$ cat config.mk
export PLATFORM = sky130hd
export DESIGN_NAME = gpio_target
export DESIGN_NICKNAME = d
export VERILOG_FILES = /design/src/logic/fabric_pkg.sv /design/src/logic/gpio_target.sv
export SDC_FILE = /design/constraint.sdc
export NUM_CORES = 1
export LEC_CHECK = 0
export ABC_AREA = 1
export BUFFER_PORTS_ARGS = -buffer_cell sky130_fd_sc_hd__buf_4
export CELL_PAD_IN_SITES_DETAIL_PLACEMENT = 2
export CELL_PAD_IN_SITES_GLOBAL_PLACEMENT = 2
export CORE_MARGIN = 2
export CORE_UTILIZATION = 23
export CTS_CLUSTER_DIAMETER = 40
export DETAILED_ROUTE_END_ITERATION = 12
export GPL_TIMING_DRIVEN = 0
export PLACE_DENSITY = 0.9
export SLEW_MARGIN = 10
export SYNTH_ARGS = -nofsm -noshare
export SYNTH_HDL_FRONTEND = slang
export SYNTH_SLANG_ARGS = --single-unit
$ cat constraint.sdc
create_clock -name clk -period 3.4 [get_ports clk]
set_clock_uncertainty 0.05 [all_clocks]
set_input_delay 0.68 -clock clk [delete_from_list [all_inputs] [get_ports clk]]
set_output_delay 0.68 -clock clk [all_outputs]
set_load 0.02 [all_outputs]
$ cat src/logic/fabric_pkg.sv
`default_nettype none

package fabric_pkg;

    localparam int xlen      = 32;
    localparam int bus_width = 32;

    typedef enum logic [1:0] {
        acc_byte = 2'd0,
        acc_half = 2'd1,
        acc_word = 2'd2
    } acc_e;

    // owner of the shared target
    typedef enum logic [1:0] {
        arb_idle = 2'd0,
        arb_ibus = 2'd1,
        arb_dbus = 2'd2
    } arb_state_e;

    typedef enum logic [1:0] {
        fault_none = 2'd0,
        fault_ibus = 2'd1,
        fault_dbus = 2'd2
    } fault_cause_e;

    // address map
    localparam logic [xlen-1:0] tcm_base      = 32'h1000_0000;
    localparam logic [xlen-1:0] tcm_sel_mask  = 32'hFFFF_0000;
    localparam logic [xlen-1:0] gpio_base     = 32'h2000_0000;
    localparam logic [xlen-1:0] gpio_sel_mask = 32'hFFFF_FF00;

    // gpio register offsets
    localparam logic [7:0] gpio_out_off = 8'h00;
    localparam logic [7:0] gpio_dir_off = 8'h04;
    localparam logic [7:0] gpio_in_off  = 8'h08;

endpackage

`default_nettype wire

$ cat src/logic/gpio_target.sv
`timescale 1ns/1ps
`default_nettype none

module gpio_target import fabric_pkg::*; #(
    parameter int gpio_width = 8
) (
    input  wire                   clk,
    input  wire                   rstn,
    input  wire [xlen-1:0]        addr,
    input  wire                   w_rb,
    input  wire acc_e             acc,
    input  wire [bus_width-1:0]   wdata,
    input  wire                   req,
    output logic [bus_width-1:0]  rdata,
    output logic                  resp,
    output logic                  fault,
    input  wire [gpio_width-1:0]  gpio_i,
    output logic [gpio_width-1:0] gpio_o,
    output logic [gpio_width-1:0] gpio_dir
);
    logic [gpio_width-1:0] gpio_i_meta, gpio_i_sync;
    logic                  ok;

    // aligned words only
    assign fault = req & (acc != acc_word || addr[1:0] != 2'b00);
    assign ok    = req & ~fault;

    // two flop synchronizer
    always_ff @(posedge clk) begin
        gpio_i_meta <= gpio_i;
        gpio_i_sync <= gpio_i_meta;
    end

    always_ff @(posedge clk) begin
        if (!rstn) begin
            gpio_o   <= '0;
            gpio_dir <= '0;
            resp     <= 1'b0;
        end else begin
            resp <= ok;
            if (ok && w_rb) begin
                case (addr[7:0])
                    gpio_out_off: gpio_o <= wdata[gpio_width-1:0];
                    gpio_dir_off: gpio_dir <= wdata[gpio_width-1:0];
                    default: ;
                endcase
            end
        end
    end

    always_ff @(posedge clk) begin
        if (ok) begin
            case (addr[7:0])
                gpio_out_off: rdata <= bus_width'(gpio_o);
                gpio_dir_off: rdata <= bus_width'(gpio_dir);
                gpio_in_off:  rdata <= bus_width'(gpio_i_sync);
                default:      rdata <= '0;
            endcase
        end
    end

endmodule

`default_nettype wire

# Yosys cells after proc, flatten, opt, wreduce, memory -nomap -nowiden
# Cells that the tools add are included.
# word_totals
register_bits,65
latch_bits,0
mem_bits_rw,0
rom_bits,0
in_bits,78
out_inout_bits,50
elab_cells,19
n_memories,0
# classes
n_addsub,0
multipliers,0
div,0
order_cmp,0
eq_ne,3
n_shift,0
mux,1
bitwise,3
n_reduce_logical,6
# ops
operator,n
$pmux 8 s3,1
$eq 8x3->1 const B,1
$eq 8x4->1 const B,1
$logic_not 8->1,1
$reduce_and 2->1,2
$and 1x1->1,2
$ne 2x2->1 const B,1
$reduce_bool 2->1,1
$logic_and 1x1->1,1
$logic_or 1x1->1,1
$not 1->1,1

# Depth between registers and ports, before layout
# Gate-level depths: netlist of run 1.
# logic_depth
depth_word,7
mapped_depth,8
mapped_depth_nobuf,7

# Least setup slack after synthesis of run 1
# OpenSTA, ideal clock, no wires.
# synth_timing
path_kind,in2out
from,input port addr[1]
to,output port fault
t_arrival_ps,1357
required_time_ps,2670
setup_slack_ps,1313
stages,3
n_path_buf,1
cell_sequence,nor2_4 -> buf_8 -> a21boi_0
# synth_via
elab_chain_cells,3
# synth_rtl
element,line,source
start: declaration,gpio_target.sv:9,"input wire [xlen-1:0] addr,"
$reduce_bool 2->1,gpio_target.sv:25,assign fault = req & (acc != acc_word || addr[1:0] != 2'b00);
$logic_or 1x1->1,gpio_target.sv:25,
$and 1x1->1,gpio_target.sv:25,
end: declaration,gpio_target.sv:16,"output logic fault,"
# Every way passes these cells.

# Worst setup path in the final report of run 1
# Ends and elaborated chain as after synthesis.

==> results.rst, run 1 <==
.. list-table::
   :header-rows: 1

   * - Metric
     - Value
   * - Outcome
     - completed
   * - Post-route core utilization
     - 33.2%
   * - H-tree depth
     - 2
   * - Worst path arrival time
     - approximately 1.4 ns
   * - Port-buffer cells
     - 53
   * - Final setup margin
     - 1.25 ns
   * - Switching pwr
     - ~250 uW
   * - Total Routing Usage GR
     - a little over an eighth
   * - Worst Path Max Fanout
     - 10
   * - Count of filler cells inserted in the layout
     - slightly above 900
   * - Total leakage power
     - 0.00119 uW
   * - Min-Delay Startpoint
     - gpio_i_meta[0]
   * - Kind of cell adding the most delay to the critical path
     - buffers and inverters
   * - Instance count along the most critical hold path
     - 0
   * - Sum of routed wire length over all layers
     - 5.48 mm
   * - Final Net Count
     - 370
   * - CORE AREA
     - 7690 um2
   * - Number of buffer and inverter stages on the critical path
     - 3
   * - Register-to-Register Setup Slack
     - 2.58 ns
   * - Clk Latency, worst-skew pair
     - 0.30 ns
   * - Mux share of post-synthesis cell area
     - 0%
   * - Antenna Nets Post-Route
     - 0
   * - Die span in x
     - around 93 um
   * - Clock group share of total power
     - about two fifths
   * - Internal power of the cells
     - approximately 800 uW
   * - Endpoints failing hold
     - 0
   * - Flops & latches, synth
     - 41
   * - Sum of negative setup slack
     - 0 ns
   * - Yosys warns
     - 0
   * - CTS Hold Buffers Added
     - 0
   * - Capture point of the worst reg-to-reg path
     - rdata[3]
   * - Worst min-delay path category
     - reg -> reg
   * - Global-route wire length before repair
     - 8.84 mm
   * - Number of setup buffers added after CTS
     - 0
   * - Met3 Track Usage GR
     - about 4.1%
   * - Reg clk slew, reported paths
     - 0.08 ns
   * - Worst setup path class
     - in -> out
   * - Endpoint of the worst hold-timing path
     - gpio_i_sync[0]
   * - TritonCTS sink count
     - 41
   * - CP dominant cell by count
     - sky130_fd_sc_hd__buf_4
   * - Adder-cell share of the synthesized area
     - 0%
   * - Num CTS Buffers
     - 5
   * - Die area
     - around 8600 um2
   * - Area share of and/or/nand/nor cells after synthesis
     - 32.7%
   * - Setup repair after global routing missed its margin
     - no
   * - PD cells
     - 408 nW/um2
   * - Peak supply drop
     - approximately 0.00014 V
   * - Met2 Resource Use GR
     - 24.5%
   * - Critical register-to-register path startpoint
     - gpio_dir[3]
   * - Final count of negative-setup-slack endpoints
     - 0
   * - Post-Place Cells
     - 387
   * - Global route overflow
     - 0
   * - Area taken by flip-flops and latches
     - about 900 um2
   * - Total I/O pin count
     - 128
   * - Per-instance average area after synthesis
     - 8.71 um2
   * - Minimum clock period
     - 2.15 ns
   * - Cell type with the largest total area after synthesis
     - sky130_fd_sc_hd__dfxtp_1
   * - Ratio of cells with drive above 1 in the final layout
     - 35.8%
   * - Launching element type of the critical path
     - input pin
   * - Root buffer cell
     - sky130_fd_sc_hd__clkbuf_8
   * - Combinational fraction of design power
     - between 10% and 20%
   * - Max stage delay cell, worst path
     - sky130_fd_sc_hd__nor2_4
   * - Synth Area in Compound Gates
     - less than 1%
   * - Violation count after the first detailed-routing iteration
     - 36
   * - DRC violations left
     - 0
   * - Sw Share
     - 23.5%
   * - Syn-to-layout area delta
     - 40.2%
   * - Number of antenna violations at the first check in global routing
     - 0
   * - Number of diodes
     - 0
   * - Number of instances resized during post-cts repair
     - 0
   * - List of cells traversed by the critical path
     - buf_4 -> nor2_4 -> buf_8 -> a21boi_0 -> buf_4
   * - Busiest grt layer
     - met2
   * - Largest family of logic cells by synthesized area
     - simple AND/OR/NAND/NOR gates
   * - Initial standard-cell utilization of the core
     - 23.7%
   * - Met1 Usage GRT
     - 14.9%
   * - Pre-CTS setup slack
     - 1.23 ns
   * - Period Utilization, post-route
     - 63.2%
   * - Count of different cell masters after synthesis
     - 20
   * - Post-synth top area share
     - between 30% and 40%
   * - Worst endpoint required time
     - 2.67 ns
   * - Clock tree from TritonCTS
     - yes
   * - Number of standard cells in the final layout excluding fillers
     - 395
   * - Largest cells by area after synthesis
     - sky130_fd_sc_hd__dfxtp_1 36%, sky130_fd_sc_hd__edfxtp_1 13%, sky130_fd_sc_hd__buf_4 10%
   * - Pin count of the biggest net entering global routing
     - 14
   * - GPL Wtd Cong
     - 0.752
   * - Slew Limit Headroom
     - 66.8%
   * - Count of max-cap constraint violations
     - 0
   * - Number of detailed-route iterations in the first pass
     - 4
   * - Highest clock frequency the design can meet
     - 466 MHz
   * - R2r worst-path depth
     - 2
   * - Via count
     - 1,600
   * - XOR/XNOR Fraction of Synth Area
     - 0%
   * - Via count of the first global-routing pass
     - 1,777
   * - Detail Placement HPWL
     - 4.34 mm
   * - Multi-input gate area
     - 693 um2
   * - Die H
     - 93.0 um
   * - Netlist Area Pre-Place
     - 1820 um2
   * - Number of max-slew violations in the final report
     - 0
   * - Num rows
     - 32
   * - Post-Synthesis Cells
     - 209
   * - Vias per inst
     - 4.05
   * - Number of gates on the worst path with buffers counted
     - 5
   * - Max incr delay on CP
     - 0.17 ns
   * - Critical path endpoint category
     - primary output
   * - Worst-Margin Slew
     - 0.494 ns
   * - Average wire length per cell after detail routing
     - 13.9 um
   * - Sequential area share after synthesis
     - 49.5%
   * - Longest Clk Path Bufs
     - 2
   * - Proportion of power drawn by flip-flops and latches
     - 48.8%
[state kept, by name, summed over array words and instances (netlist names)]
register	cells
gpio_i_sync	8
resp	1
gpio_o	8
gpio_dir	8
gpio_i_meta	8
rdata	8
[cells by family after synthesis]
family                 after synthesis
AOI/OAI and AO/OA                    1
other                                1
buffers and inverters               47
and+or+nand+nor                    119
DFF                                 41
[layout make-up]
cell class,count,area share [%]
clock buffer,6,3.24
inverter,16,2.35
clock inverter,2,1.47
timing repair buffer,53,15.6
tap,102,5.00
buffer,31,9.90
multi-input combinational,144,27.2
sequential,41,35.3
[worst max-delay path by stage]
stage / slack [ns] / from / endpoint
final: 1.25 / addr[1] / fault
after global routing: 1.18 / addr[1] / fault
after CTS: 1.22 / addr[1] / fault
after detailed placement: 1.23 / addr[1] / fault
after global placement: 1.29 / addr[1] / fault
after floorplan: 1.31 / addr[1] / fault
[power groups by stage]
stage          sequential (uW)  combinational [uW]  clock [uW]
6_report                   508                 118         416
3_3_place_gp               519                 113           0
2_1_floorplan              521                74.7           0
4_1_cts                    509                 118         430
3_5_place_dp               520                 117           0
5_1_grt                    510                 128         447
[cell usage in the layout, fill, tap and decap left out, drive strengths merged]
cell | netlist | final
clkbuf | 0 | 6
nand4 | 8 | 8
nand2 | 28 | 28
nor3 | 1 | 1
buf | 31 | 84
clkinvlp | 0 | 1
nor2 | 47 | 47
a21boi | 1 | 1
inv | 16 | 16
dfxtp | 33 | 33
bufinv | 0 | 1
edfxtp | 8 | 8
conb | 1 | 24
nand3 | 35 | 35
[synthesized netlist by cell type]
cell                       instances
sky130_fd_sc_hd__nor2_1           39
sky130_fd_sc_hd__dfxtp_1          33
sky130_fd_sc_hd__nand3_1          33
sky130_fd_sc_hd__nand2_1          27
sky130_fd_sc_hd__buf_4            25
sky130_fd_sc_hd__inv_1            16
sky130_fd_sc_hd__edfxtp_1          8
sky130_fd_sc_hd__nand4_1           6
sky130_fd_sc_hd__nor2_4            6
sky130_fd_sc_hd__buf_6             4
sky130_fd_sc_hd__nand3_2           2
sky130_fd_sc_hd__nor2_2            2
sky130_fd_sc_hd__a21boi_0          1
sky130_fd_sc_hd__buf_2             1
sky130_fd_sc_hd__buf_8             1
sky130_fd_sc_hd__conb_1            1
sky130_fd_sc_hd__nand2_2           1
sky130_fd_sc_hd__nand4_2           1
sky130_fd_sc_hd__nand4_4           1
sky130_fd_sc_hd__nor3_1            1
[per-stage QoR]
step / total power [uW] / hold WS (ns) / instance area, um2
after floorplan: 595 / 0.260 / 1910
after global placement: 633 / 0.264 / 2430
after detailed placement: 637 / 0.265 / 2430
after CTS: 1060 / 0.280 / 2550
after global routing: 1080 / 0.287 / 2550
final: 1040 / 0.275 / 2550
[metal layers]
metal / up-vias / wire, um
li1: 787 / -
met1: 761 / 2210
met2: 46 / 2850
met3: 6 / 329
met4: 0 / 86
met5: - / 0
No activity file was read; power rests on OpenSTA's default activity.
==> run 2: changes to the inputs <==
--- a/config.mk
+++ b/config.mk
@@ -10,11 +10,11 @@
 export CELL_PAD_IN_SITES_DETAIL_PLACEMENT = 2
 export CELL_PAD_IN_SITES_GLOBAL_PLACEMENT = 2
 export CORE_MARGIN = 2
-export CORE_UTILIZATION = 23
+export CORE_UTILIZATION = 21
 export CTS_CLUSTER_DIAMETER = 40
 export DETAILED_ROUTE_END_ITERATION = 12
 export GPL_TIMING_DRIVEN = 0
-export PLACE_DENSITY = 0.9
+export PLACE_DENSITY = 0.83
 export SLEW_MARGIN = 10
 export SYNTH_ARGS = -nofsm -noshare
 export SYNTH_HDL_FRONTEND = slang
==> constraint.sdc (replaced) <==
create_clock -name clk -period 2 [get_ports clk]
set_clock_uncertainty 0.05 [all_clocks]
set_input_delay 0.4 -clock clk [delete_from_list [all_inputs] [get_ports clk]]
set_output_delay 0.4 -clock clk [all_outputs]
set_load 0.02 [all_outputs]
==> results.rst, run 2 (same netlist as run 1, synthesis figures left out) <==
.. list-table::
   :header-rows: 1

   * - Metric
     - Value
   * - Outcome
     - completed (unchanged)
   * - Count of filler cells inserted in the layout
     - 957 (was 907)
   * - Final Net Count
     - 370 (unchanged)
   * - Violation count after the first detailed-routing iteration
     - 42 (was 36)
   * - Pin count of the biggest net entering global routing
     - 14 (unchanged)
   * - Sum of negative setup slack
     - 0 ns (unchanged)
   * - Ratio of cells with drive above 1 in the final layout
     - 35.5% (was 35.8%)
   * - Highest-count cells in the layout ignoring fill and taps
     - 78 x sky130_fd_sc_hd__buf_4, 39 x sky130_fd_sc_hd__nor2_1, 33 x sky130_fd_sc_hd__nand3_1, 33 x sky130_fd_sc_hd__dfxtp_1, 27 x sky130_fd_sc_hd__nand2_1 (unchanged)
   * - Sum of routed wire length over all layers
     - 5.52 mm (was 5.48 mm)
   * - Total leakage power
     - 0.00119 uW (about the same)
   * - Via count
     - 1,623 (was 1,600)
   * - Initial standard-cell utilization of the core
     - 21.9% (was 23.7%)
   * - Worst min-delay path category
     - in -> reg (was reg -> reg)
   * - Global route overflow
     - 0 (unchanged)
   * - Detail Placement HPWL
     - 4.44 mm (was 4.34 mm)
   * - Average wire length per cell after detail routing
     - 13.9 um (about the same)
   * - Number of detailed-route iterations in the first pass
     - 4 (unchanged)
   * - Total Routing Usage GR
     - 11.8% (was 13.6%)
   * - Total I/O pin count
     - 128 (unchanged)
   * - Via count of the first global-routing pass
     - 1,754 (was 1,777)
   * - DRC violations left
     - 0 (unchanged)
   * - Pre-CTS setup slack
     - 0.109 ns (was 1.23 ns)
   * - Peak supply drop
     - 0.000252 V (was 0.000145 V)
   * - Number of antenna violations at the first check in global routing
     - 0 (unchanged)
   * - CORE AREA
     - 8300 um2 (was 7690 um2)
   * - Die H
     - 97.1 um (was 93.0 um)
   * - Num CTS Buffers
     - 5 (unchanged)
   * - Antenna Nets Post-Route
     - 0 (unchanged)
   * - Post-route core utilization
     - 30.7% (was 33.2%)
   * - Launching element type of the critical path
     - input pin (unchanged)
   * - GPL Wtd Cong
     - 0.771 (was 0.752)
   * - Die span in x
     - 97.1 um (was 93.0 um)
   * - Num rows
     - 33 (was 32)
   * - Number of setup buffers added after CTS
     - 0 (unchanged)
   * - Clock tree from TritonCTS
     - yes (unchanged)
   * - Setup repair after global routing missed its margin
     - no (unchanged)
   * - Minimum clock period
     - approximately 1.6 ns
   * - CTS Hold Buffers Added
     - 0 (unchanged)
   * - Syn-to-layout area delta
     - 39.9% (was 40.2%)
   * - Number of diodes
     - 0 (unchanged)
   * - Global-route wire length before repair
     - 8.74 mm (was 8.84 mm)
   * - Worst Path Max Fanout
     - 10 (unchanged)
   * - Clk Latency, worst-skew pair
     - 0.29 ns (was 0.30 ns)
   * - Reg clk slew, reported paths
     - 0.08 ns (about the same)
   * - Root buffer cell
     - sky130_fd_sc_hd__clkbuf_8 (unchanged)
   * - Period Utilization, post-route
     - 81.4%
   * - Vias per inst
     - 4.08 (was 4.05)
   * - Slew Limit Headroom
     - 58.4% (was 66.8%)
   * - Count of max-cap constraint violations
     - 0 (unchanged)
   * - PD cells
     - 681 nW/um2 (was 408 nW/um2)
   * - Die area
     - 9430 um2 (was 8640 um2)
   * - Longest Clk Path Bufs
     - 2 (unchanged)
   * - Critical path endpoint category
     - flip-flop (was primary output)
   * - Port-buffer cells
     - 53 (unchanged)
   * - Number of max-slew violations in the final report
     - 0 (unchanged)
   * - Leading cell type in the layout, fill and taps excluded
     - sky130_fd_sc_hd__buf_4 (unchanged)
   * - Worst endpoint required time
     - 2.11 ns (was 2.67 ns)
   * - H-tree depth
     - 2 (unchanged)
   * - Worst-Margin Slew
     - 0.619 ns (was 0.494 ns)
   * - Worst setup path class
     - in -> reg (was in -> out)
   * - Worst path arrival time
     - 1.74 ns (was 1.42 ns)
   * - Number of instances resized during post-cts repair
     - 0 (unchanged)
   * - Endpoints failing hold
     - 0 (unchanged)
   * - Highest clock frequency the design can meet
     - 614 MHz
   * - Final setup margin
     - 0.371 ns (was 1.25 ns)
   * - TritonCTS sink count
     - 41 (unchanged)
   * - Final count of negative-setup-slack endpoints
     - 0 (unchanged)
-- run 2: cell types whose count changed in the layout (fill, tap and decap cells not counted) --
cell                         previous run  this run
sky130_fd_sc_hd__clkbuf_1               0         1
sky130_fd_sc_hd__clkinvlp_4             1         0
sky130_fd_sc_hd__clkbuf_8               6         5
sky130_fd_sc_hd__clkinv_4               0         1
-- run 2: critical path, cell delays in order --
cell                      delay, ns
sky130_fd_sc_hd__buf_4         0.12
sky130_fd_sc_hd__nor2_4        0.17
sky130_fd_sc_hd__buf_8         0.17
sky130_fd_sc_hd__inv_1         0.07
sky130_fd_sc_hd__nor3_1        0.49
sky130_fd_sc_hd__nand3_1       0.19
sky130_fd_sc_hd__nand3_1       0.13
-- run 2: worst paths after layout --
kind | start | end | slack (ns) | cells after the start
hold reg to reg | gpio_i_meta[7] | gpio_i_sync[7] | 0.28 | 0
hold / removal | gpio_i[4] | gpio_i_meta[4] | 0.15 | 1
setup / recovery | addr[1] | rdata[2] | 0.37 | 7
setup reg to reg | gpio_dir[6] | rdata[6] | 1.19 | 2
-- run 2: cell type report --
cell class                 instances  area, um2  area share (%)
inverter                          16       60.1            2.36
clock inverter                     2       38.8            1.52
timing repair buffer              53        398            15.6
clock buffer                       6       72.6            2.85
tap                              105        131            5.16
multi-input combinational        144        693            27.2
buffer                            31        253            9.92
sequential                        41        901            35.4
-- run 2: layer usage --
layer / track usage, % / vias up / routed length (um)
met2: 21.5 / 47 / 2870
met5: 0 / - / 0
li1: - / 787 / -
met4: 4.33 / 0 / 111
met1: 13.6 / 783 / 2290
met3: 2.16 / 6 / 246
-- run 2: per-stage QoR --
stage                     cell area (um2)  instances  total power, uW  hold WS, ns
after global routing                 2550        398             1800        0.140
after detailed placement             2440        390             1080        0.264
final                                2550        398             1730        0.153
after CTS                            2550        398             1740        0.147
after floorplan                      1910        232             1010        0.260
after global placement               2440        390             1080        0.263
-- run 2: power breakdown --
| part | total, uW | leakage, uW | internal, uW | switching [uW] |
|---|---|---|---|---|
| registers | 864 | 0.000329 | 858 | 5.37 |
| clock network | 669 | 0.0000554 | 375 | 294 |
| logic | 201 | 0.000808 | 89.9 | 111 |
| total | 1730 | 0.00119 | 1320 | 411 |
==> run 3: changes to the inputs <==
==> constraint.sdc (replaced) <==
create_clock -name clk -period 1.5 [get_ports clk]
set_clock_uncertainty 0.05 [all_clocks]
set_input_delay 0.3 -clock clk [delete_from_list [all_inputs] [get_ports clk]]
set_output_delay 0.3 -clock clk [all_outputs]
set_load 0.02 [all_outputs]
==> results.rst, run 3 (same netlist as run 1, synthesis figures left out) <==
.. list-table::
   :header-rows: 1

   * - Metric
     - Value
   * - Worst endpoint required time
     - 1.15 ns (was 2.11 ns)
   * - Final setup margin
     - 0.129 ns (was 0.371 ns)
   * - GPL Wtd Cong
     - 0.771 (unchanged)
   * - Number of diodes
     - 0 (unchanged)
   * - CTS Hold Buffers Added
     - 0 (unchanged)
   * - Average wire length per cell after detail routing
     - 13.8 um (was 13.9 um)
   * - Total placed instance area
     - 2440 um2 (unchanged)
   * - Clock tree from TritonCTS
     - yes (unchanged)
   * - H-tree depth
     - 2 (unchanged)
   * - Global route overflow
     - 0 (unchanged)
   * - Detail Placement HPWL
     - 4.44 mm (unchanged)
   * - Number of setup buffers added after CTS
     - 0 (unchanged)
   * - Peak supply drop
     - 0.000340 V (was 0.000252 V)
   * - Leading cell type in the layout, fill and taps excluded
     - sky130_fd_sc_hd__buf_4 (unchanged)
   * - Final Net Count
     - 370 (unchanged)
   * - Number of max-slew violations in the final report
     - 0 (unchanged)
   * - Minimum clock period
     - 1.37 ns
   * - Launching element type of the critical path
     - input pin (unchanged)
   * - Longest Clk Path Bufs
     - 2 (unchanged)
   * - Vias per inst
     - 4.07 (was 4.08)
   * - Num CTS Buffers
     - 5 (unchanged)
   * - List of cells traversed by the critical path
     - buf_4 -> nor2_4 -> buf_8 -> a21boi_0 -> buf_4 (was buf_4 -> nor2_4 -> buf_8 -> inv_1 -> nor3_1 -> nand3_1 -> nand3_1)
   * - Total leakage power
     - 0.00119 uW (about the same)
   * - Setup repair after global routing missed its margin
     - no (unchanged)
   * - Initial standard-cell utilization of the core
     - 21.9% (unchanged)
   * - Violation count after the first detailed-routing iteration
     - 41 (was 42)
   * - Die H
     - 97.1 um (unchanged)
   * - Count of filler cells inserted in the layout
     - 956 (was 957)
   * - Outcome
     - completed (unchanged)
   * - Critical path endpoint category
     - primary output (was flip-flop)
   * - Worst min-delay path category
     - in -> reg (unchanged)
   * - Number of buffer and inverter stages on the critical path
     - 3 (unchanged)
   * - Count of max-cap constraint violations
     - 0 (unchanged)
   * - Highest-count cells in the layout ignoring fill and taps
     - 78 x sky130_fd_sc_hd__buf_4, 39 x sky130_fd_sc_hd__nor2_1, 33 x sky130_fd_sc_hd__nand3_1, 33 x sky130_fd_sc_hd__dfxtp_1, 27 x sky130_fd_sc_hd__nand2_1 (unchanged)
   * - Reg clk slew, reported paths
     - 0.08 ns (about the same)
   * - Sum of routed wire length over all layers
     - 5.51 mm (was 5.52 mm)
   * - Num rows
     - 33 (unchanged)
   * - Root buffer cell
     - sky130_fd_sc_hd__clkbuf_8 (unchanged)
   * - Worst Path Max Fanout
     - 10 (unchanged)
   * - Via count
     - 1,620 (was 1,623)
   * - TritonCTS sink count
     - 41 (unchanged)
   * - Worst path arrival time
     - 1.02 ns (was 1.74 ns)
   * - Ratio of cells with drive above 1 in the final layout
     - 35.8% (was 35.5%)
   * - Post-route core utilization
     - 30.8% (was 30.7%)
   * - Endpoints failing hold
     - 0 (unchanged)
   * - Number of antenna violations at the first check in global routing
     - 0 (unchanged)
   * - Number of detailed-route iterations in the first pass
     - 4 (unchanged)
   * - Total I/O pin count
     - 128 (unchanged)
   * - CP dominant cell by count
     - sky130_fd_sc_hd__buf_4 (was sky130_fd_sc_hd__nand3_1)
   * - Number of instances resized during post-cts repair
     - 1 (was 0)
   * - Antenna Nets Post-Route
     - 0 (unchanged)
   * - Sum of negative setup slack
     - 0 ns (unchanged)
   * - Clk Latency, worst-skew pair
     - 0.29 ns (about the same)
   * - PD cells
     - 905 nW/um2 (was 681 nW/um2)
   * - Syn-to-layout area delta
     - 40.2% (was 39.9%)
   * - Worst setup path class
     - in -> out (was in -> reg)
   * - Pin count of the biggest net entering global routing
     - 14 (unchanged)
   * - Port-buffer cells
     - 53 (unchanged)
   * - CORE AREA
     - 8300 um2 (unchanged)
   * - Fin Hold WS
     - 0.0560 ns (was 0.153 ns)
   * - Max stage delay cell, worst path
     - sky130_fd_sc_hd__nor2_4 (was sky130_fd_sc_hd__nor3_1)
   * - Global-route wire length before repair
     - 8.69 mm (was 8.74 mm)
   * - Pre-CTS setup slack
     - -0.291 ns (was 0.109 ns)
   * - Die area
     - 9430 um2 (unchanged)
   * - Final count of negative-setup-slack endpoints
     - 0 (unchanged)
   * - Max incr delay on CP
     - 0.17 ns (was 0.49 ns)
   * - Post-route cell area
     - 2550 um2 (about the same)
   * - Period Utilization, post-route
     - 91.4%
   * - Die span in x
     - 97.1 um (unchanged)
   * - Kind of cell adding the most delay to the critical path
     - buffers and inverters (was simple AND/OR/NAND/NOR gates)
   * - Via count of the first global-routing pass
     - 1,757 (was 1,754)
   * - Total Routing Usage GR
     - 11.7% (was 11.8%)
   * - DRC violations left
     - 0 (unchanged)
   * - Highest clock frequency the design can meet
     - 729 MHz
[run 3: worst register-to-register path, stage by stage (launching register included)]
cell	delay [ns]
sky130_fd_sc_hd__dfxtp_1	0.34
sky130_fd_sc_hd__nand2_1	0.08
sky130_fd_sc_hd__nand3_1	0.10
[run 3: metrics by stage]
stage	std cells	total power [uW]
floorplan	232	1350
global placement	390	1440
detailed placement	390	1440
CTS	398	2330
global route	398	2400
finish	398	2310
[run 3: report_power, final]
group / internal, uW / total [uW] / switching, uW
registers: 1140 / 1150 / 6.94
clock network: 500 / 891 / 391
logic: 120 / 269 / 149
[run 3: path summary, 6_finish.rpt]
path         slack [ns]  depth (start not counted)      startpoint             end
max                0.13                          5         addr[1]           fault
max reg2reg        0.68                          2     gpio_dir[2]        rdata[2]
min reg2reg        0.28                          0  gpio_i_meta[7]  gpio_i_sync[7]
min                0.06                          1       gpio_i[4]  gpio_i_meta[4]
[run 3: per-layer routing]
layer | routed length (um) | vias to the layer above | GRT usage (%)
met5 | 0 | - | 0
met4 | 121 | 0 | 4.33
met3 | 238 | 7 | 2.09
met2 | 2890 | 47 | 21.5
met1 | 2260 | 779 | 13.5
li1 | - | 787 | -
[run 3: area by class of cell]
type                            instances  area (um2)  area share, %
Clock inverter                          2        38.8           1.52
Timing Repair Buffer                   53         398           15.6
Multi-Input combinational cell        144         698           27.4
Sequential cell                        41         901           35.3
Tap cell                              105         131           5.15
Buffer                                 31         253           9.90
Inverter                               16        60.1           2.35
Clock buffer                            6        72.6           2.84
